`src/source/ctrl_consts.svh`:
```
/*
 * widths and trap cause codes of the machine-mode controller
 * cause codes are 6 bits wide, bit 5 set marks an interrupt
 */
`ifndef CTRL_CONSTS_SVH
`define CTRL_CONSTS_SVH

// data, address and full instruction width
`define CTRL_XLEN 32
// compressed instruction width
`define CTRL_CINSN_W 16
// number of fast interrupt lines
`define CTRL_NFAST 15
// width of the cause field handed to the CSRs
`define CTRL_CAUSE_W 6

// synchronous exceptions
`define CTRL_EXC_FETCH_FAULT 6'd1
`define CTRL_EXC_ILLEGAL 6'd2
`define CTRL_EXC_BREAKPOINT 6'd3
`define CTRL_EXC_LOAD_FAULT 6'd5
`define CTRL_EXC_STORE_FAULT 6'd7
`define CTRL_EXC_ECALL_M 6'd11

// interrupts, fast line n reports base + n
`define CTRL_IRQ_SW 6'h23
`define CTRL_IRQ_TIMER 6'h27
`define CTRL_IRQ_EXT 6'h2B
`define CTRL_IRQ_NM 6'h3F
`define CTRL_IRQ_FAST_BASE 6'h30

`endif
```
`src/source/ctrl_pkg.sv`:
```
/*
 * types shared by the controller blocks and the testbench
 * vector widths come from the constants header
 */
`include "ctrl_consts.svh"

package ctrl_pkg;

  // instruction, pc, lsu address and trap value
  typedef logic [`CTRL_XLEN-1:0] word_t;

  // compressed instruction as fetched
  typedef logic [`CTRL_CINSN_W-1:0] cinsn_t;

  // one pending bit per fast interrupt
  typedef logic [`CTRL_NFAST-1:0] fast_irq_t;

  // trap cause, bit 5 flags an interrupt
  typedef logic [`CTRL_CAUSE_W-1:0] cause_t;

  // fetch address select
  typedef enum logic [1:0] {
    PC_BOOT,
    PC_JUMP,
    PC_EXC,
    PC_ERET
  } pc_sel_e;

  // exception vector select
  typedef enum logic {
    EXC_PC_EXC,
    EXC_PC_IRQ
  } exc_pc_sel_e;

  // controller states
  typedef enum logic [2:0] {
    RESET,
    BOOT_SET,
    WAIT_SLEEP,
    SLEEP,
    FIRST_FETCH,
    DECODE,
    FLUSH,
    IRQ_TAKEN
  } ctrl_state_e;

endpackage

```
`src/source/ctrl_if.sv`:
```
/*
 * request bundles from the exception and interrupt blocks to the FSM
 * pending flags are one cycle behind decode and drop while in_flush is high
 */
`timescale 1ns/1ps
`include "ctrl_consts.svh"

// exception and special instruction requests
interface exc_req_if;
  // registered, cleared in FLUSH
  logic exc_pending;
  logic illegal_pending;
  logic load_err_pending;
  logic store_err_pending;
  // combinational, decoder flags masked with instr valid
  logic special_req;
  logic fetch_err;
  logic ecall;
  logic ebrk;
  logic mret;
  logic wfi;
  // FSM sits in FLUSH
  logic in_flush;

  modport producer (
    output exc_pending, illegal_pending, load_err_pending, store_err_pending,
    output special_req, fetch_err, ecall, ebrk, mret, wfi,
    input  in_flush
  );

  modport consumer (
    input  exc_pending, illegal_pending, load_err_pending, store_err_pending,
    input  special_req, fetch_err, ecall, ebrk, mret, wfi,
    output in_flush
  );
endinterface

// interrupt decision and cause
interface irq_req_if;
  logic                     take_irq;
  logic [`CTRL_CAUSE_W-1:0] irq_cause;
  logic                     irq_is_nmi;
  // NMI handler running, blocks a second NMI
  logic                     nmi_mode;

  modport producer (output take_irq, irq_cause, irq_is_nmi, input nmi_mode);
  modport consumer (input take_irq, irq_cause, irq_is_nmi, output nmi_mode);
endinterface

```
`src/source/ctrl_top.sv`:
```
/*
 * controller top level, plain ports toward the core
 * irq_pending_i is expected to be the OR of all maskable sources
 */
`timescale 1ns/1ps

module ctrl_top (
  input  logic                  clk_i,
  input  logic                  rst_ni,
  input  logic                  fetch_enable_i,
  // decoder and IF-ID register
  input  logic                  instr_valid_i,
  input  logic                  illegal_insn_i,
  input  logic                  ecall_insn_i,
  input  logic                  mret_insn_i,
  input  logic                  wfi_insn_i,
  input  logic                  ebrk_insn_i,
  input  logic                  instr_fetch_err_i,
  input  logic                  instr_is_compressed_i,
  input  ctrl_pkg::word_t       instr_i,
  input  ctrl_pkg::cinsn_t      instr_compressed_i,
  input  ctrl_pkg::word_t       pc_id_i,
  // lsu
  input  logic                  load_err_i,
  input  logic                  store_err_i,
  input  ctrl_pkg::word_t       lsu_addr_last_i,
  // branch and jump
  input  logic                  branch_set_i,
  input  logic                  jump_set_i,
  // interrupts
  input  logic                  csr_mstatus_mie_i,
  input  logic                  irq_pending_i,
  input  logic                  irq_nm_i,
  input  logic                  csr_msip_i,
  input  logic                  csr_meip_i,
  input  logic                  csr_mtip_i,
  input  ctrl_pkg::fast_irq_t   csr_mfip_i,
  // stalls
  input  logic                  stall_lsu_i,
  input  logic                  stall_multdiv_i,
  input  logic                  stall_jump_i,
  input  logic                  stall_branch_i,
  // pipeline and fetch control
  output logic                  ctrl_busy_o,
  output logic                  first_fetch_o,
  output logic                  instr_valid_clear_o,
  output logic                  id_in_ready_o,
  output logic                  instr_req_o,
  output logic                  pc_set_o,
  output ctrl_pkg::pc_sel_e     pc_mux_o,
  output ctrl_pkg::exc_pc_sel_e exc_pc_mux_o,
  // csr save and restore
  output logic                  csr_save_if_o,
  output logic                  csr_save_id_o,
  output logic                  csr_restore_mret_id_o,
  output logic                  csr_save_cause_o,
  output ctrl_pkg::cause_t      exc_cause_o,
  output ctrl_pkg::word_t       csr_mtval_o
);

  exc_req_if exc_req ();
  irq_req_if irq_req ();

  // remaining ports match top-level names one to one
  exc_detect u_exc_detect (
    .exc_o (exc_req),
    .*
  );

  irq_arbiter u_irq_arbiter (
    .irq_o (irq_req),
    .*
  );

  ctrl_fsm u_ctrl_fsm (
    .exc_i (exc_req),
    .irq_i (irq_req),
    .*
  );

endmodule

```
`src/source/ctrl_fsm.sv`:
```
/*
 * machine-mode only controller, no debug and no user mode
 * decoder flags must stay stable in ID while the FSM is in FLUSH
 */
`timescale 1ns/1ps
`include "ctrl_consts.svh"

module ctrl_fsm (
  input  logic                  clk_i,
  input  logic                  rst_ni,
  input  logic                  fetch_enable_i,
  input  logic                  branch_set_i,
  input  logic                  jump_set_i,
  input  logic                  instr_valid_i,
  input  logic                  instr_is_compressed_i,
  input  logic                  irq_nm_i,
  input  logic                  irq_pending_i,
  input  logic                  stall_lsu_i,
  input  logic                  stall_multdiv_i,
  input  logic                  stall_jump_i,
  input  logic                  stall_branch_i,
  input  ctrl_pkg::word_t       instr_i,
  input  ctrl_pkg::word_t       pc_id_i,
  input  ctrl_pkg::word_t       lsu_addr_last_i,
  input  ctrl_pkg::cinsn_t      instr_compressed_i,
  exc_req_if.consumer           exc_i,
  irq_req_if.consumer           irq_i,
  output logic                  ctrl_busy_o,
  output logic                  first_fetch_o,
  output logic                  instr_valid_clear_o,
  output logic                  id_in_ready_o,
  output logic                  instr_req_o,
  output logic                  pc_set_o,
  output logic                  csr_save_if_o,
  output logic                  csr_save_id_o,
  output logic                  csr_restore_mret_id_o,
  output logic                  csr_save_cause_o,
  output ctrl_pkg::pc_sel_e     pc_mux_o,
  output ctrl_pkg::exc_pc_sel_e exc_pc_mux_o,
  output ctrl_pkg::cause_t      exc_cause_o,
  output ctrl_pkg::word_t       csr_mtval_o
);

  ctrl_pkg::ctrl_state_e state_q;
  ctrl_pkg::ctrl_state_e state_d;
  logic                  nmi_mode_q;
  logic                  nmi_mode_d;
  logic                  stall;
  logic                  halt_if;
  logic                  flush_id;
  logic                  exc_any;

  assign exc_i.in_flush = (state_q == ctrl_pkg::FLUSH);
  assign irq_i.nmi_mode = nmi_mode_q;

  // lsu faults sit in their own flops
  assign exc_any = exc_i.exc_pending | exc_i.load_err_pending | exc_i.store_err_pending;

  ////////////////////////////////////////////////////////////////////////////
  // next state and outputs
  ////////////////////////////////////////////////////////////////////////////

  always_comb begin
    state_d               = state_q;
    nmi_mode_d            = nmi_mode_q;
    instr_req_o           = 1'b1;
    ctrl_busy_o           = 1'b1;
    first_fetch_o         = 1'b0;
    halt_if               = 1'b0;
    flush_id              = 1'b0;
    pc_set_o              = 1'b0;
    pc_mux_o              = ctrl_pkg::PC_BOOT;
    exc_pc_mux_o          = ctrl_pkg::EXC_PC_IRQ;
    exc_cause_o           = '0;
    csr_mtval_o           = '0;
    csr_save_if_o         = 1'b0;
    csr_save_id_o         = 1'b0;
    csr_restore_mret_id_o = 1'b0;
    csr_save_cause_o      = 1'b0;

    unique case (state_q)
      ctrl_pkg::RESET: begin
        // hold the boot address until fetch is enabled
        instr_req_o = 1'b0;
        pc_set_o    = 1'b1;
        if (fetch_enable_i) begin
          state_d = ctrl_pkg::BOOT_SET;
        end
      end
      ctrl_pkg::BOOT_SET: begin
        pc_set_o = 1'b1;
        state_d  = ctrl_pkg::FIRST_FETCH;
      end
      ctrl_pkg::WAIT_SLEEP, ctrl_pkg::SLEEP: begin
        // core idle, IF halted and ID emptied
        ctrl_busy_o = 1'b0;
        instr_req_o = 1'b0;
        halt_if     = 1'b1;
        flush_id    = 1'b1;
        if (state_q == ctrl_pkg::WAIT_SLEEP) begin
          state_d = ctrl_pkg::SLEEP;
        end else if (irq_nm_i || irq_pending_i) begin
          state_d = ctrl_pkg::FIRST_FETCH;
        end
      end
      ctrl_pkg::FIRST_FETCH: begin
        first_fetch_o = 1'b1;
        if (!stall) begin
          state_d = ctrl_pkg::DECODE;
        end
        // pipeline is empty here, interrupt goes straight in
        if (irq_i.take_irq) begin
          state_d  = ctrl_pkg::IRQ_TAKEN;
          halt_if  = 1'b1;
          flush_id = 1'b1;
        end
      end
      ctrl_pkg::DECODE: begin
        if (instr_valid_i) begin
          if (exc_i.special_req) begin
            // keep the instruction in ID for FLUSH to inspect
            state_d = ctrl_pkg::FLUSH;
            halt_if = 1'b1;
          end else if (branch_set_i || jump_set_i) begin
            pc_set_o = 1'b1;
            pc_mux_o = ctrl_pkg::PC_JUMP;
          end
          // multicycle instr still running, hold IF until it retires
          if (irq_i.take_irq && stall) begin
            halt_if = 1'b1;
          end
        end
        if (!stall && !exc_i.special_req && irq_i.take_irq) begin
          state_d  = ctrl_pkg::IRQ_TAKEN;
          halt_if  = 1'b1;
          flush_id = 1'b1;
        end
      end
      ctrl_pkg::IRQ_TAKEN: begin
        // pending state may have dropped meanwhile, then just resume
        if (irq_i.take_irq) begin
          pc_set_o         = 1'b1;
          pc_mux_o         = ctrl_pkg::PC_EXC;
          exc_pc_mux_o     = ctrl_pkg::EXC_PC_IRQ;
          csr_save_if_o    = 1'b1;
          csr_save_cause_o = 1'b1;
          exc_cause_o      = irq_i.irq_cause;
          if (irq_i.irq_is_nmi) begin
            nmi_mode_d = 1'b1;
          end
        end
        state_d = ctrl_pkg::DECODE;
      end
      ctrl_pkg::FLUSH: begin
        halt_if  = 1'b1;
        flush_id = 1'b1;
        state_d  = ctrl_pkg::DECODE;
        if (exc_any) begin
          pc_set_o         = 1'b1;
          pc_mux_o         = ctrl_pkg::PC_EXC;
          exc_pc_mux_o     = ctrl_pkg::EXC_PC_EXC;
          csr_save_id_o    = 1'b1;
          csr_save_cause_o = 1'b1;
          // synchronous exception priority, highest first
          if (exc_i.fetch_err) begin
            exc_cause_o = `CTRL_EXC_FETCH_FAULT;
            csr_mtval_o = pc_id_i;
          end else if (exc_i.illegal_pending) begin
            exc_cause_o = `CTRL_EXC_ILLEGAL;
            csr_mtval_o = instr_is_compressed_i ? {16'b0, instr_compressed_i} : instr_i;
          end else if (exc_i.ecall) begin
            exc_cause_o = `CTRL_EXC_ECALL_M;
          end else if (exc_i.ebrk) begin
            exc_cause_o = `CTRL_EXC_BREAKPOINT;
          end else if (exc_i.store_err_pending) begin
            exc_cause_o = `CTRL_EXC_STORE_FAULT;
            csr_mtval_o = lsu_addr_last_i;
          end else begin
            exc_cause_o = `CTRL_EXC_LOAD_FAULT;
            csr_mtval_o = lsu_addr_last_i;
          end
        end else if (exc_i.mret) begin
          // return from trap, also leaves an NMI handler
          pc_set_o              = 1'b1;
          pc_mux_o              = ctrl_pkg::PC_ERET;
          csr_restore_mret_id_o = 1'b1;
          nmi_mode_d            = 1'b0;
        end else if (exc_i.wfi) begin
          state_d = ctrl_pkg::WAIT_SLEEP;
        end
      end
      default: begin
        instr_req_o = 1'b0;
        state_d     = ctrl_pkg::RESET;
      end
    endcase
  end

  ////////////////////////////////////////////////////////////////////////////
  // stall control
  ////////////////////////////////////////////////////////////////////////////

  // current instr needs at least one more cycle
  assign stall = stall_lsu_i | stall_multdiv_i | stall_jump_i | stall_branch_i;

  assign id_in_ready_o = ~stall & ~halt_if;

  // halt keeps the ID instr valid unless it is flushed as well
  assign instr_valid_clear_o = ~(stall | halt_if) | flush_id;

  always_ff @(posedge clk_i or negedge rst_ni) begin
    if (!rst_ni) begin
      state_q    <= ctrl_pkg::RESET;
      nmi_mode_q <= 1'b0;
    end else begin
      state_q    <= state_d;
      nmi_mode_q <= nmi_mode_d;
    end
  end

  // state register never picks up an undefined encoding
  a_state_legal: assert property (
    @(posedge clk_i) disable iff (!rst_ni) !$isunknown(state_q)
  );

  // ID holds the decoder flags while FLUSH picks the cause from them
  a_flush_flags_stable: assert property (
    @(posedge clk_i) disable iff (!rst_ni)
    (state_q == ctrl_pkg::FLUSH) |-> $stable({exc_i.fetch_err, exc_i.ecall, exc_i.ebrk,
                                              exc_i.mret, exc_i.wfi})
  );

endmodule

```
`src/source/irq_arbiter.sv`:
```
/*
 * combinational interrupt decision, no state held here
 * NMI is blocked while the FSM reports NMI mode
 */
`timescale 1ns/1ps
`include "ctrl_consts.svh"

module irq_arbiter (
  input  logic                csr_mstatus_mie_i,
  input  logic                irq_pending_i,
  input  logic                irq_nm_i,
  input  logic                csr_msip_i,
  input  logic                csr_meip_i,
  input  logic                csr_mtip_i,
  input  ctrl_pkg::fast_irq_t csr_mfip_i,
  irq_req_if.producer         irq_o
);

  logic [3:0] fast_idx;

  // NMI only counts outside an NMI handler
  assign irq_o.irq_is_nmi = irq_nm_i & ~irq_o.nmi_mode;

  // maskable ones need the global enable
  assign irq_o.take_irq = irq_o.irq_is_nmi | (irq_pending_i & csr_mstatus_mie_i);

  // highest pending fast line wins, later iterations override
  always_comb begin
    fast_idx = 4'd0;
    for (int i = 0; i < `CTRL_NFAST; i++) begin
      if (csr_mfip_i[i]) begin
        fast_idx = 4'(i);
      end
    end
  end

  //////////////////////////////////////////////////////////////////////////
  // cause encoding
  //////////////////////////////////////////////////////////////////////////

  // NMI, fast, external, software, timer
  always_comb begin
    irq_o.irq_cause = '0;
    if (irq_o.irq_is_nmi) begin
      irq_o.irq_cause = `CTRL_IRQ_NM;
    end else if (|csr_mfip_i) begin
      irq_o.irq_cause = `CTRL_IRQ_FAST_BASE + {2'b00, fast_idx};
    end else if (csr_meip_i) begin
      irq_o.irq_cause = `CTRL_IRQ_EXT;
    end else if (csr_msip_i) begin
      irq_o.irq_cause = `CTRL_IRQ_SW;
    end else if (csr_mtip_i) begin
      irq_o.irq_cause = `CTRL_IRQ_TIMER;
    end
  end

  // the cause handed to the CSRs must be defined whenever the FSM may use it
  a_cause_known: assert final (!(irq_o.take_irq && $isunknown(irq_o.irq_cause)));

endmodule

```
`src/source/exc_detect.sv`:
```
/*
 * decoder flags are only meaningful with instr_valid_i, masked here
 * exception requests take one register stage, seen by the FSM in FLUSH
 */
`timescale 1ns/1ps

module exc_detect (
  input  logic clk_i,
  input  logic rst_ni,
  input  logic instr_valid_i,
  input  logic illegal_insn_i,
  input  logic ecall_insn_i,
  input  logic mret_insn_i,
  input  logic wfi_insn_i,
  input  logic ebrk_insn_i,
  input  logic instr_fetch_err_i,
  input  logic load_err_i,
  input  logic store_err_i,
  exc_req_if.producer exc_o
);

  logic illegal_d;
  logic illegal_q;
  logic exc_req_d;
  logic exc_req_q;
  logic load_err_d;
  logic load_err_q;
  logic store_err_d;
  logic store_err_q;

  // decoder flags qualified with a valid instruction in ID
  assign exc_o.fetch_err = instr_fetch_err_i & instr_valid_i;
  assign exc_o.ecall     = ecall_insn_i & instr_valid_i;
  assign exc_o.ebrk      = ebrk_insn_i & instr_valid_i;
  assign exc_o.mret      = mret_insn_i & instr_valid_i;
  assign exc_o.wfi       = wfi_insn_i & instr_valid_i;

  // clear in FLUSH so a handled request does not fire twice
  assign illegal_d   = illegal_insn_i & instr_valid_i & ~exc_o.in_flush;
  assign exc_req_d   = (exc_o.ecall | exc_o.ebrk | exc_o.fetch_err | illegal_d) &
                       ~exc_o.in_flush;
  assign load_err_d  = load_err_i & ~exc_o.in_flush;
  assign store_err_d = store_err_i & ~exc_o.in_flush;

  // anything that must leave DECODE through FLUSH
  // lsu faults arrive for one cycle only, so use them unregistered here
  assign exc_o.special_req = exc_o.mret | exc_o.wfi | exc_req_d | load_err_i | store_err_i;

  always_ff @(posedge clk_i or negedge rst_ni) begin
    if (!rst_ni) begin
      illegal_q   <= 1'b0;
      exc_req_q   <= 1'b0;
      load_err_q  <= 1'b0;
      store_err_q <= 1'b0;
    end else begin
      illegal_q   <= illegal_d;
      exc_req_q   <= exc_req_d;
      load_err_q  <= load_err_d;
      store_err_q <= store_err_d;
    end
  end

  assign exc_o.exc_pending       = exc_req_q;
  assign exc_o.illegal_pending   = illegal_q;
  assign exc_o.load_err_pending  = load_err_q;
  assign exc_o.store_err_pending = store_err_q;

  // lsu reports at most one fault per access
  a_lsu_fault_onehot: assert property (
    @(posedge clk_i) disable iff (!rst_ni) !(load_err_i && store_err_i)
  );

endmodule

```
`config.mk`:
```
export PLATFORM = sky130hd
export DESIGN_NAME = ctrl_top
export DESIGN_NICKNAME = d
export VERILOG_FILES = /design/src/source/ctrl_pkg.sv /design/src/source/ctrl_if.sv /design/src/source/ctrl_top.sv /design/src/source/ctrl_fsm.sv /design/src/source/irq_arbiter.sv /design/src/source/exc_detect.sv
export VERILOG_INCLUDE_DIRS = /design/src /design/src/source
export SDC_FILE = /design/constraint.sdc
export NUM_CORES = 1
export LEC_CHECK = 0
export BUFFER_PORTS_ARGS = -buffer_cell sky130_fd_sc_hd__buf_2
export CORE_AREA = 2 2 79 81
export CTS_BUF_LIST = sky130_fd_sc_hd__clkbuf_4 sky130_fd_sc_hd__clkbuf_8
export CTS_CLUSTER_DIAMETER = 100
export DETAILED_ROUTE_END_ITERATION = 8
export DIE_AREA = 0 0 81 83
export GPL_ROUTABILITY_DRIVEN = 1
export PLACE_DENSITY_LB_ADDON = 0.3
export SYNTH_ARGS = -nofsm -noshare
export SYNTH_HDL_FRONTEND = slang
export SYNTH_HIERARCHICAL = 1
export SYNTH_SLANG_ARGS = --single-unit
```
`constraint.sdc`:
```
create_clock -name clk_i -period 4.3 [get_ports clk_i]
set_clock_uncertainty 0.1 [all_clocks]
set_input_delay 0.86 -clock clk_i [delete_from_list [all_inputs] [get_ports clk_i]]
set_output_delay 0.86 -clock clk_i [all_outputs]
set_load 0.01 [all_outputs]
```
==> key figures, run 1 <==
Synth
  – Post-synthesis cell area: 2060 sq um
  – Post-synth net total: 421
  – Yosys reg bits: 8
  – Primary FF master, synth: dfrtp_1
  – Mean area per synthesized cell: 7.66 sq um
  – Synthesized-area fraction occupied by adder cells: 0%
  – Syn Inst Count: 269
  – Ys Warns: 6
  – Share of flip-flops with an asynchronous set or reset: 100%
  – Register area share after synthesis: between 9 and 10%
  – Xor and xnor area share after synthesis: 0%
  – Multiplexer share of the synthesized area: under 10%
  – Synth Area in Compound Gates: 29.7%
  – EDFF count, synth: 0
  – Main combinational cell family by area after synthesis: simple AND/OR/NAND/NOR gates
  – Synth Area in Simple Gates: 43.8%
  – Yosys cell types: 50

Cells and area
  – Fillcell total: 572
  – Seq. cell area: 200 sq um
  – Layout cells sized above 1: 55.5%
  – Antenna diodes: 0
  – Area of the multi-input gates: 1700 sq um
  – NumNets Final: between 600 and 700
  – Layout area overhead: 51.9%

Clock network
  – CTS max path bufs: 2
  – Clock slew at reported path FFs: 0.04 ns
  – Clock sink total: 8
  – Post-CTS Setup Bufs: 0
  – Worst-Skew Late Latency: 0.22 ns
  – Cts hold-fix bufs: 0
  – Clock root buffer: clkbuf_8
  – CTS tree: built
  – CTS Buf Count: 3
  – Post_cts resized: 0
  – H-tree depth: 1

Timing
  – Peak Freq: 282 MHz
  – Fin crit period: 3.54 ns
  – Setup Total Neg Slack: 0 ns
  – Setup violators final: 0
  – Final Max Slew Viols: 0
  – Final hold slack: between 0.3 and 0.4 ns
  – Count of final hold-check violations: 0
  – Worst Max-Slew Pin Slew: 1.13 ns
  – Relative slew slack: 24.2%
  – Final worst path period share: between 80% and 90%
  – RSZ-0062 raised after global routing: false

Floorplanning
  – Die Wd: 81 um
  – Site row count: 28
  – Die ar.: 6720 sq um
  – Core area: 5820 sq um
  – Die extent in y: 83 um
  – Initial Util: 35.4%
  – Ports: 203

Route
  – Total number of vias: 2890
  – Wirelength per Cell: 15.5 um
  – Drt total wl: between 8000 and 9000 um
  – Pre-antenna DRT Iters: 4
  – DRT iter0 DRCs: 141
  – Detail Route Antenna Nets: 0
  – DR vias/cell: around 5.5
  – DRC: 0

Setup path
  – CP endpoint kind: output pin
  – CP top delay family: simple AND/OR/NAND/NOR gates
  – WP buf/inv: 2
  – Slowest CP cell: nor2_1
  – Critical R2R Capture: u_ctrl_fsm/state_q[0]$_DFFE_PN0P_
  – Cell Chain, Critical Path: buf_2 > nor2b_1 > a21o_1 > nand2_1 > nor2_1 > nand2_1 > nand2_1 > buf_2
  – Top fanout value on the critical path: 8
  – Crit path DAT: 2.58 ns
  – Most common cell on crit path: nand2_1
  – CP max stage delay: 0.48 ns
  – CP required: roughly 3.3 ns
  – R2r worst-path depth: 8
  – Startpoint types: primary input
  – Flop2flop setup slack: 1.91 ns
  – Worst reg2reg startpoint: u_ctrl_fsm/state_q[1]$_DFFE_PN0P_
  – Crit path kind: in2out

Power and ir drop
  – LEAKAGE: 1.53 nW
  – Int Pwr: 0.000427 W
  – Peak VDD IR: 227 uV
  – Gate power share: 72.5%
  – Sw frac: 49.7%
  – Clk network pwr share: about a tenth
  – Pwr per Cell Area: 272 nW/um^2
  – NetSw: around 0.00042 W
  – Reg power frac: between 10% and 20%

Hold path
  – Min-delay worst type: in2async

Placement
  – GP Congestion: 0.944
  – PortBufs: 202
  – Final HPWL from detailed placement: 6700 um

Global routing
  – First-pass GRT wire length: around 13000 um
  – Antenna violations before repair: 0
  – Largest net degree at the start of global routing: 55
  – Vias in the first global route: 2619
  – GRT Util Overall: 22.8%
  – GRT overflow: 0

Status
  – Status: finished clean

Job
  – Max Cap Violations: 0
## layout by cell type (no fill, tap or decap), types with 5 or more instances in the layout
cell	count
nor2b_1	36
a221oi_1	33
nor3_2	28
nand2_1	10
and2_1	6
nor3_1	9
nor2_1	21
dfrtp_1	8
o21ai_0	5
buf_2	202
mux2_1	16
inv_1	10
a21oi_1	6
## flip-flops by register name, indices dropped and copies added (netlist names)
register	count
u_exc_detect/exc_o.exc_pending	1
u_exc_detect/exc_o.illegal_pending	1
u_exc_detect/exc_o.store_err_pending	1
u_exc_detect/exc_o.load_err_pending	1
u_ctrl_fsm/state_q	3
u_ctrl_fsm/irq_i.nmi_mode	1
## cell families after synthesis
kind of cell	after synthesis
and+or+nand+nor	133
buffers and inverters	35
DFF	8
muxes	16
AOI/OAI and AO/OA	77
## cell usage after synthesis, drive strengths merged, types with 3 or more instances
cell type / number / area [sq um]
a21o: 3 / 22.5
a21oi: 6 / 30.0
a221oi: 33 / 289
and2: 7 / 43.8
buf: 10 / 71.3
clkbuf: 13 / 48.8
dfrtp: 8 / 200
inv: 12 / 45.1
mux2: 16 / 180
nand2: 11 / 43.8
nand2b: 5 / 38.8
nand3: 3 / 15.0
nor2: 22 / 85.1
nor2b: 36 / 225
nor3: 38 / 335
nor4: 5 / 67.6
o211ai: 3 / 22.5
o21ai: 9 / 45.0
o221ai: 3 / 26.3
o31ai: 3 / 22.5
## per-stage QoR
stage	utilization [%]	area, sq um	std cells	setup slack [ns]	total power (W)
floorplan	-	2060	269	1.32	0.000540
global placement	53.1	3090	526	0.820	0.000755
detailed placement	53.1	3090	526	0.785	0.000762
CTS	53.8	3130	529	0.785	0.000855
global route	53.8	3130	529	0.579	0.000929
finish	53.8	3130	529	0.759	0.000850
## worst max-delay path by stage
stage | slack, ns | depth (start not counted) | from | endpoint
finish | 0.76 | 8 | irq_nm_i | exc_cause_o[0]
global route | 0.58 | 8 | irq_nm_i | exc_cause_o[0]
CTS | 0.79 | 7 | irq_nm_i | exc_cause_o[1]
detailed placement | 0.78 | 7 | irq_nm_i | exc_cause_o[1]
global placement | 0.82 | 8 | irq_nm_i | exc_cause_o[0]
floorplan | 1.32 | 5 | irq_nm_i | exc_cause_o[1]
## power by group through the flow
| stage | Sequential (W) | Combinational, W | Clock, W |
|---|---|---|---|
| after floorplan | 0.000115 | 0.000425 | 0 |
| after CTS | 0.000143 | 0.000621 | 0.0000916 |
| after global routing | 0.000150 | 0.000683 | 0.0000961 |
| final | 0.000145 | 0.000616 | 0.0000890 |
| after detailed placement | 0.000144 | 0.000618 | 0 |
| after global placement | 0.000143 | 0.000612 | 0 |
## layer usage
| metal | vias up | GRT usage (%) | wire (um) |
|---|---|---|---|
| li1 | 1397 | - | - |
| met1 | 1344 | 30.5 | 3370 |
| met2 | 143 | 40.8 | 4100 |
| met3 | 6 | 1.52 | 654 |
| met4 | 0 | 2.62 | 73 |
| met5 | - | 0 | 0 |
## layout make-up
class / count / share of cell area (%)
Clock buffer: 3 / 1.32
Sequential cell: 8 / 6.40
Inverter: 12 / 1.44
Multi-Input combinational cell: 226 / 54.4
Tap cell: 75 / 3.00
Timing Repair Buffer: 205 / 33.4
Note: power is estimated with default switching activity, not from simulation.
==> inputs of run 2 (changes only) <==
Clock period 4.3 ns to 3.3 ns, I/O delays scaled along.
==> run 2 against run 1 <==
Compared with the run above:
- combinational power up 41%
- die area unchanged
- power up 35%
- sequential power up 8%
- clock-buffer cell count unchanged
- flip-flop and latch count unchanged
- worst setup slack worse by 0.42 ns
- global-route usage up 0.86 points
- utilization up 1.1 points
- final area up 2.0%
- critical path depth unchanged
- final cell count up 1.7%
- critical path type is now reg2out
==> key figures, run 2 (synthesis gave the netlist of run 1 again) <==
Power and ir drop
  – LEAKAGE: 1.57 nW (+2.4%)
  – Peak VDD IR: 302 uV (+33%)
  – Pwr per Cell Area: 360 nW/um^2 (+32%)
  – Final Power: 0.00115 W (+35%)

Route
  – DR vias/cell: 5.46 (-0.14%)
  – DRC: 0 (unchanged)
  – DRT iter0 DRCs: 169 (+20%)
  – Total number of vias: 2935 (+1.6%)
  – Drt total wl: 8330 um (+1.7%)
  – Pre-antenna DRT Iters: 5 (+1)
  – Wirelength per Cell: 15.5 um (about the same)
  – Detail Route Antenna Nets: 0 (unchanged)

Global routing
  – Largest net degree at the start of global routing: 38 (-31%)
  – GRT Util Overall: 23.7% (+0.86 points)
  – Vias in the first global route: 2724 (+4.0%)
  – First-pass GRT wire length: 12800 um (+1.6%)
  – GRT overflow: 0 (unchanged)
  – Antenna violations before repair: 1 (+1)

Cells and area
  – Post-route insts no fill: 538 (+1.7%)
  – Layout area overhead: 55.0%
  – Most frequent cells in the layout: 202 x buf_2, 36 x nor2b_1, 33 x a221oi_1, 28 x nor3_2, 21 x nor2_1
  – Reg with most FFs: u_ctrl_fsm/state_q
  – Most common cell after layout, fill and taps aside: buf_2
  – Max FFs per register: 3 (unchanged)
  – Fillcell total: 581 (+1.6%)
  – NumNets Final: 616 (+1.3%)
  – Layout cells sized above 1: 56.3% (+0.77 points)

Floorplanning
  – Die extent in y: 83 um (unchanged)
  – Die ar.: 6720 sq um (unchanged)
  – Site row count: 28 (unchanged)
  – Core area: 5820 sq um (unchanged)
  – Ports: 203 (unchanged)
  – Die Wd: 81 um (unchanged)
  – Initial Util: 35.4% (unchanged)

Placement
  – PortBufs: 202 (unchanged)
  – Final HPWL from detailed placement: 7030 um (+5.0%)
  – GP Congestion: 1.01 (+7.4%)
  – Post-place setup slack: 0.481 ns (-0.304 ns)
  – Dpl cells: 534 (+1.5%)

Hold path
  – Min-delay worst type: in2async

Timing
  – Count of final hold-check violations: 0 (unchanged)
  – Setup ws final: 0.337 ns (-0.421 ns)
  – Setup Total Neg Slack: 0 ns (unchanged)
  – Final hold slack: 0.168 ns (-0.201 ns)
  – Peak Freq: 338 MHz
  – Final Max Slew Viols: 0 (unchanged)
  – RSZ-0062 raised after global routing: false
  – Fin crit period: about 3 ns
  – Setup violators final: 0 (unchanged)
  – Worst Max-Slew Pin Slew: 0.543 ns (-0.590 ns)
  – Final worst path period share: 89.8%
  – Relative slew slack: 63.5% (+39 points)

Clock network
  – H-tree depth: 1 (unchanged)
  – Clock sink total: 8 (unchanged)
  – Cts hold-fix bufs: 0 (unchanged)
  – Clock slew at reported path FFs: 0.04 ns (about the same)
  – CTS max path bufs: 2 (unchanged)
  – CTS Buf Count: 3 (unchanged)
  – Post_cts resized: 0 (unchanged)
  – Worst-Skew Late Latency: 0.23 ns (about the same)
  – Clock root buffer: clkbuf_8
  – CTS tree: built
  – Post-CTS Setup Bufs: 0 (unchanged)

Setup path
  – Crit path kind: reg2out
  – CP endpoint kind: output pin
  – Worst reg2reg startpoint: u_ctrl_fsm/state_q[0]$_DFFE_PN0P_
  – Startpoint types: flip-flop
  – Top fanout value on the critical path: 9 (+1)
  – CP required: 2.54 ns (-0.80 ns)
  – Critical Path Start: u_ctrl_fsm/state_q[0]$_DFFE_PN0P_
  – Crit path DAT: 2.20 ns (-0.38 ns)

Status
  – Status: finished clean

Job
  – Max Cap Violations: 0 (unchanged)
[run 2: cell types whose count changed in the layout (fill, tap and decap cells not counted), sizes merged]
cell	change
diode	+1
buf	+8
[run 2: critical path, stage by stage, from the launching register on]
cell and delay [ns]:
dfrtp_1 0.49, nor2_1 0.15, nand2b_1 0.19, o211ai_1 0.44, nand2_1 0.21, nor2_1 0.13, o21bai_1 0.06, a21boi_1 0.13
buf_2 0.15
[run 2: final timing paths]
path,slack (ns),cells past startpoint,end
worst max-delay path,0.34,8,instr_valid_clear_o
worst max register to register,1.17,7,u_ctrl_fsm/state_q[0]$_DFFE_PN0P_
worst min register to register,0.40,2,u_ctrl_fsm/irq_i.nmi_mode$_DFFE_PN0P_
max in group asynchronous,2.75,1,u_exc_detect/exc_o.load_err_pending$_DFF_PN0_
worst min-delay path,0.17,1,u_exc_detect/exc_o.store_err_pending$_DFF_PN0_
min in group clk_i,0.40,2,u_ctrl_fsm/irq_i.nmi_mode$_DFFE_PN0P_
[run 2: area by class of cell]
cell class / count / area, sq um / area share (%)
multi-input combinational: 226 / 1700 / 53.4
antenna: 1 / 2.50 / 0.0784
timing repair buffer: 213 / 1110 / 34.7
tap: 75 / 93.8 / 2.94
clock buffer: 3 / 41.3 / 1.29
sequential: 8 / 200 / 6.27
inverter: 12 / 45.0 / 1.41
[run 2: metal layers]
layer / wire length, um / part of all wire, % / up-vias / track usage, %
li1: - / - / 1419 / -
met1: 3150 / 38 / 1314 / 28.7
met2: 4160 / 50 / 178 / 42.7
met3: 790 / 9.5 / 24 / 3.26
met4: 236 / 2.8 / 0 / 6.63
met5: 0 / 0 / - / 0
[run 2: report_power, final]
group	switching [W]	internal (W)	leakage, nW
registers	0.0000297	0.000127	0.0934
logic	0.000491	0.000379	1.46
clock network	0.0000413	0.0000793	0.0216
[run 2: through the flow]
stage	cell area [sq um]	util, %
2_1_floorplan	2060	-
3_3_place_gp	3150	54.1
3_5_place_dp	3150	54.1
4_1_cts	3190	54.8
5_1_grt	3190	54.9
6_report	3190	54.9
==> inputs of run 3 (changes only) <==
==> constraint.sdc (replaced) <==
create_clock -name clk_i -period 3.3 [get_ports clk_i]
set_clock_uncertainty 0.1 [all_clocks]
set_input_delay 0.33 -clock clk_i [delete_from_list [all_inputs] [get_ports clk_i]]
set_output_delay 0.33 -clock clk_i [all_outputs]
set_load 0.01 [all_outputs]
==> run 3 against run 2 <==
Compared with the run above:
- worst setup slack improved by 0.16 ns
- power fell by 3.8%
- first-iteration DRC count fell by 51%
- clock power shrank 6%
- largest power group unchanged
- critical path type unchanged
- sequential power up 22%
- final area down 1.6%
==> key figures, run 3 (synthesis gave the netlist of run 1 again) <==
Global routing
  – Vias in the first global route: 2613 (-4.1%)
  – GRT overflow: 0 (unchanged)
  – Antenna violations before repair: 0 (-1)
  – GR Layer Usage met2: 40.8% (-1.9 points)
  – Top Usage Layer GRT: met2
  – First-pass GRT wire length: 12200 um (-4.5%)
  – Met1 Use GR: 27.5% (-1.1 points)
  – GR Util met3: 4.02% (+0.76 points)
  – GRT Util Overall: 22.6% (-1.1 points)
  – Largest net degree at the start of global routing: 33 (-13%)

Route
  – Detail Route Antenna Nets: 0 (unchanged)
  – Drt total wl: 8060 um (-3.3%)
  – DR vias/cell: 5.32 (-2.5%)
  – Pre-antenna DRT Iters: 5 (unchanged)
  – DRC: 0 (unchanged)
  – Wirelength per Cell: 15.1 um (-2.2%)
  – DRT iter0 DRCs: 83 (-51%)
  – Total number of vias: 2829 (-3.6%)

Power and ir drop
  – Sw frac: 49.7% (+0.71 points)
  – LEAKAGE: 1.54 nW (-1.8%)
  – Peak VDD IR: 444 uV (+47%)
  – Final Power: 0.00110 W (-3.8%)
  – NetSw: 0.000549 W (-2.4%)
  – Pwr per Cell Area: 352 nW/um^2 (-2.2%)
  – Reg power frac: 17.4% (+3.7 points)
  – Int Pwr: 0.000556 W (-5.1%)
  – Gate power share: 72.2% (-3.6 points)
  – Clk network pwr share: 10.4% (about the same)

Hold path
  – Hold Startpoint: store_err_i
  – Hold path endpoint: u_exc_detect/exc_o.store_err_pending$_DFF_PN0_
  – Cells on Worst Hold Path: 2
  – Min-delay worst type: in2reg

Cells and area
  – Post-route insts no fill: 532 (-1.1%)
  – Max FFs per register: 3 (unchanged)
  – Reg with most FFs: u_ctrl_fsm/state_q
  – NumNets Final: 611 (-0.81%)
  – Fillcell total: 585 (+0.69%)
  – Most common cell after layout, fill and taps aside: buf_2
  – Layout area overhead: 52.6%
  – Most frequent cells in the layout: 202 x buf_2, 36 x nor2b_1, 33 x a221oi_1, 28 x nor3_2, 21 x nor2_1
  – Antenna diodes: 0 (-1)
  – Layout cells sized above 1: 55.6% (-0.70 points)

Clock network
  – Clock sink total: 8 (unchanged)
  – Clock slew at reported path FFs: 0.04 ns (about the same)
  – Worst-Skew Late Latency: 0.23 ns (about the same)
  – Clock root buffer: clkbuf_8
  – H-tree depth: 1 (unchanged)
  – CTS max path bufs: 2 (unchanged)
  – CTS tree: built
  – Post-CTS Setup Bufs: 0 (unchanged)
  – Post_cts resized: 0 (unchanged)
  – CTS Buf Count: 3 (unchanged)

Placement
  – GP Congestion: 0.982 (-3.2%)
  – Dpl cells: 528 (-1.1%)
  – PortBufs: 202 (unchanged)
  – Final HPWL from detailed placement: 6770 um (-3.8%)

Setup path
  – Critical R2R Capture: u_ctrl_fsm/state_q[0]$_DFFE_PN0P_
  – CP required: 2.87 ns (+0.33 ns)
  – Flop2flop setup slack: 1.00 ns (-0.17 ns)
  – Crit path kind: reg2out
  – Worst reg2reg startpoint: u_ctrl_fsm/state_q[2]$_DFFE_PN0P_
  – R2r worst-path depth: 8 (+1)
  – Crit path DAT: 2.38 ns (+0.18 ns)
  – Top fanout value on the critical path: 20 (+11)
  – Startpoint types: flip-flop
  – CP endpoint kind: output pin

Timing
  – Setup Total Neg Slack: 0 ns (unchanged)
  – Final Max Slew Viols: 0 (unchanged)
  – RSZ-0062 raised after global routing: false
  – Relative slew slack: 53.2% (-10 points)
  – Final worst path period share: 85.0% (-4.8 points)
  – Peak Freq: 356 MHz (+5.6%)
  – Count of final hold-check violations: 0 (unchanged)
  – Fin crit period: 2.81 ns (-0.157 ns)
  – Setup violators final: 0 (unchanged)
  – Worst Max-Slew Pin Slew: 0.702 ns (+0.159 ns)

Status
  – Status: finished clean

Job
  – Max Cap Violations: 0 (unchanged)

Floorplanning
  – Core area: 5820 sq um (unchanged)
  – Die extent in y: 83 um (unchanged)
  – Site row count: 28 (unchanged)
  – Die ar.: 6720 sq um (unchanged)
  – Ports: 203 (unchanged)
  – Initial Util: 35.4% (unchanged)
  – Die Wd: 81 um (unchanged)
run 3: critical path: stages, from the launching register on:
cell and delay (ns):
dfrtp_1 0.58, nand2_2 0.15, or3_2 0.71, buf_4 0.33, nor3_2 0.21, buf_2 0.16
run 3: power by group through the flow:
stage	Combinational [W]	Clock [W]	Sequential (W)
finish	0.000798	0.000114	0.000192
detailed placement	0.000795	0	0.000193
global placement	0.000788	0	0.000189
CTS	0.000800	0.000119	0.000191
global route	0.000873	0.000126	0.000201
floorplan	0.000554	0	0.000149
run 3: timing repair:
item	CTS	global route
endpoints found under the hold margin	8	0
hold buffers	1	0
endpoints found under the setup margin	0	0
run 3: layout make-up:
cell class                      count  area (sq um)  share of cell area, %
Multi-Input combinational cell    226          1700                   54.2
Timing Repair Buffer              208          1060                   33.7
Sequential cell                     8           200                   6.37
Tap cell                           75          93.8                   2.99
Inverter                           12          45.0                   1.43
Clock buffer                        3          41.3                   1.31
run 3: metal layers:
layer / wire length, um / vias up
met2: 4090 / 142
met5: 0 / -
li1: - / 1404
met4: 100 / 0
met3: 721 / 12
met1: 3150 / 1271
run 3: how the worst max path moves through the flow:
stage | from | to | slack [ns]
after floorplan | u_ctrl_fsm/state_q[0]$_DFFE_PN0P_ | id_in_ready_o | 0.96
after global placement | u_ctrl_fsm/state_q[1]$_DFFE_PN0P_ | csr_mtval_o[31] | 0.79
after detailed placement | u_ctrl_fsm/state_q[2]$_DFFE_PN0P_ | csr_mtval_o[1] | 0.75
after CTS | u_ctrl_fsm/state_q[2]$_DFFE_PN0P_ | csr_mtval_o[1] | 0.50
after global routing | u_ctrl_fsm/state_q[1]$_DFFE_PN0P_ | id_in_ready_o | 0.28
final | u_ctrl_fsm/state_q[2]$_DFFE_PN0P_ | csr_mtval_o[24] | 0.49
run 3: stage by stage:
stage               utilization [%]  area (sq um)  setup slack (ns)  hold WS [ns]
floorplan                         -          2060             0.956       -0.0656
global placement               53.1          3090             0.790        0.0809
detailed placement             53.1          3090             0.749        0.0803
CTS                            54.0          3140             0.503         0.242
global route                   54.0          3140             0.282         0.252
finish                         54.0          3140             0.495         0.248
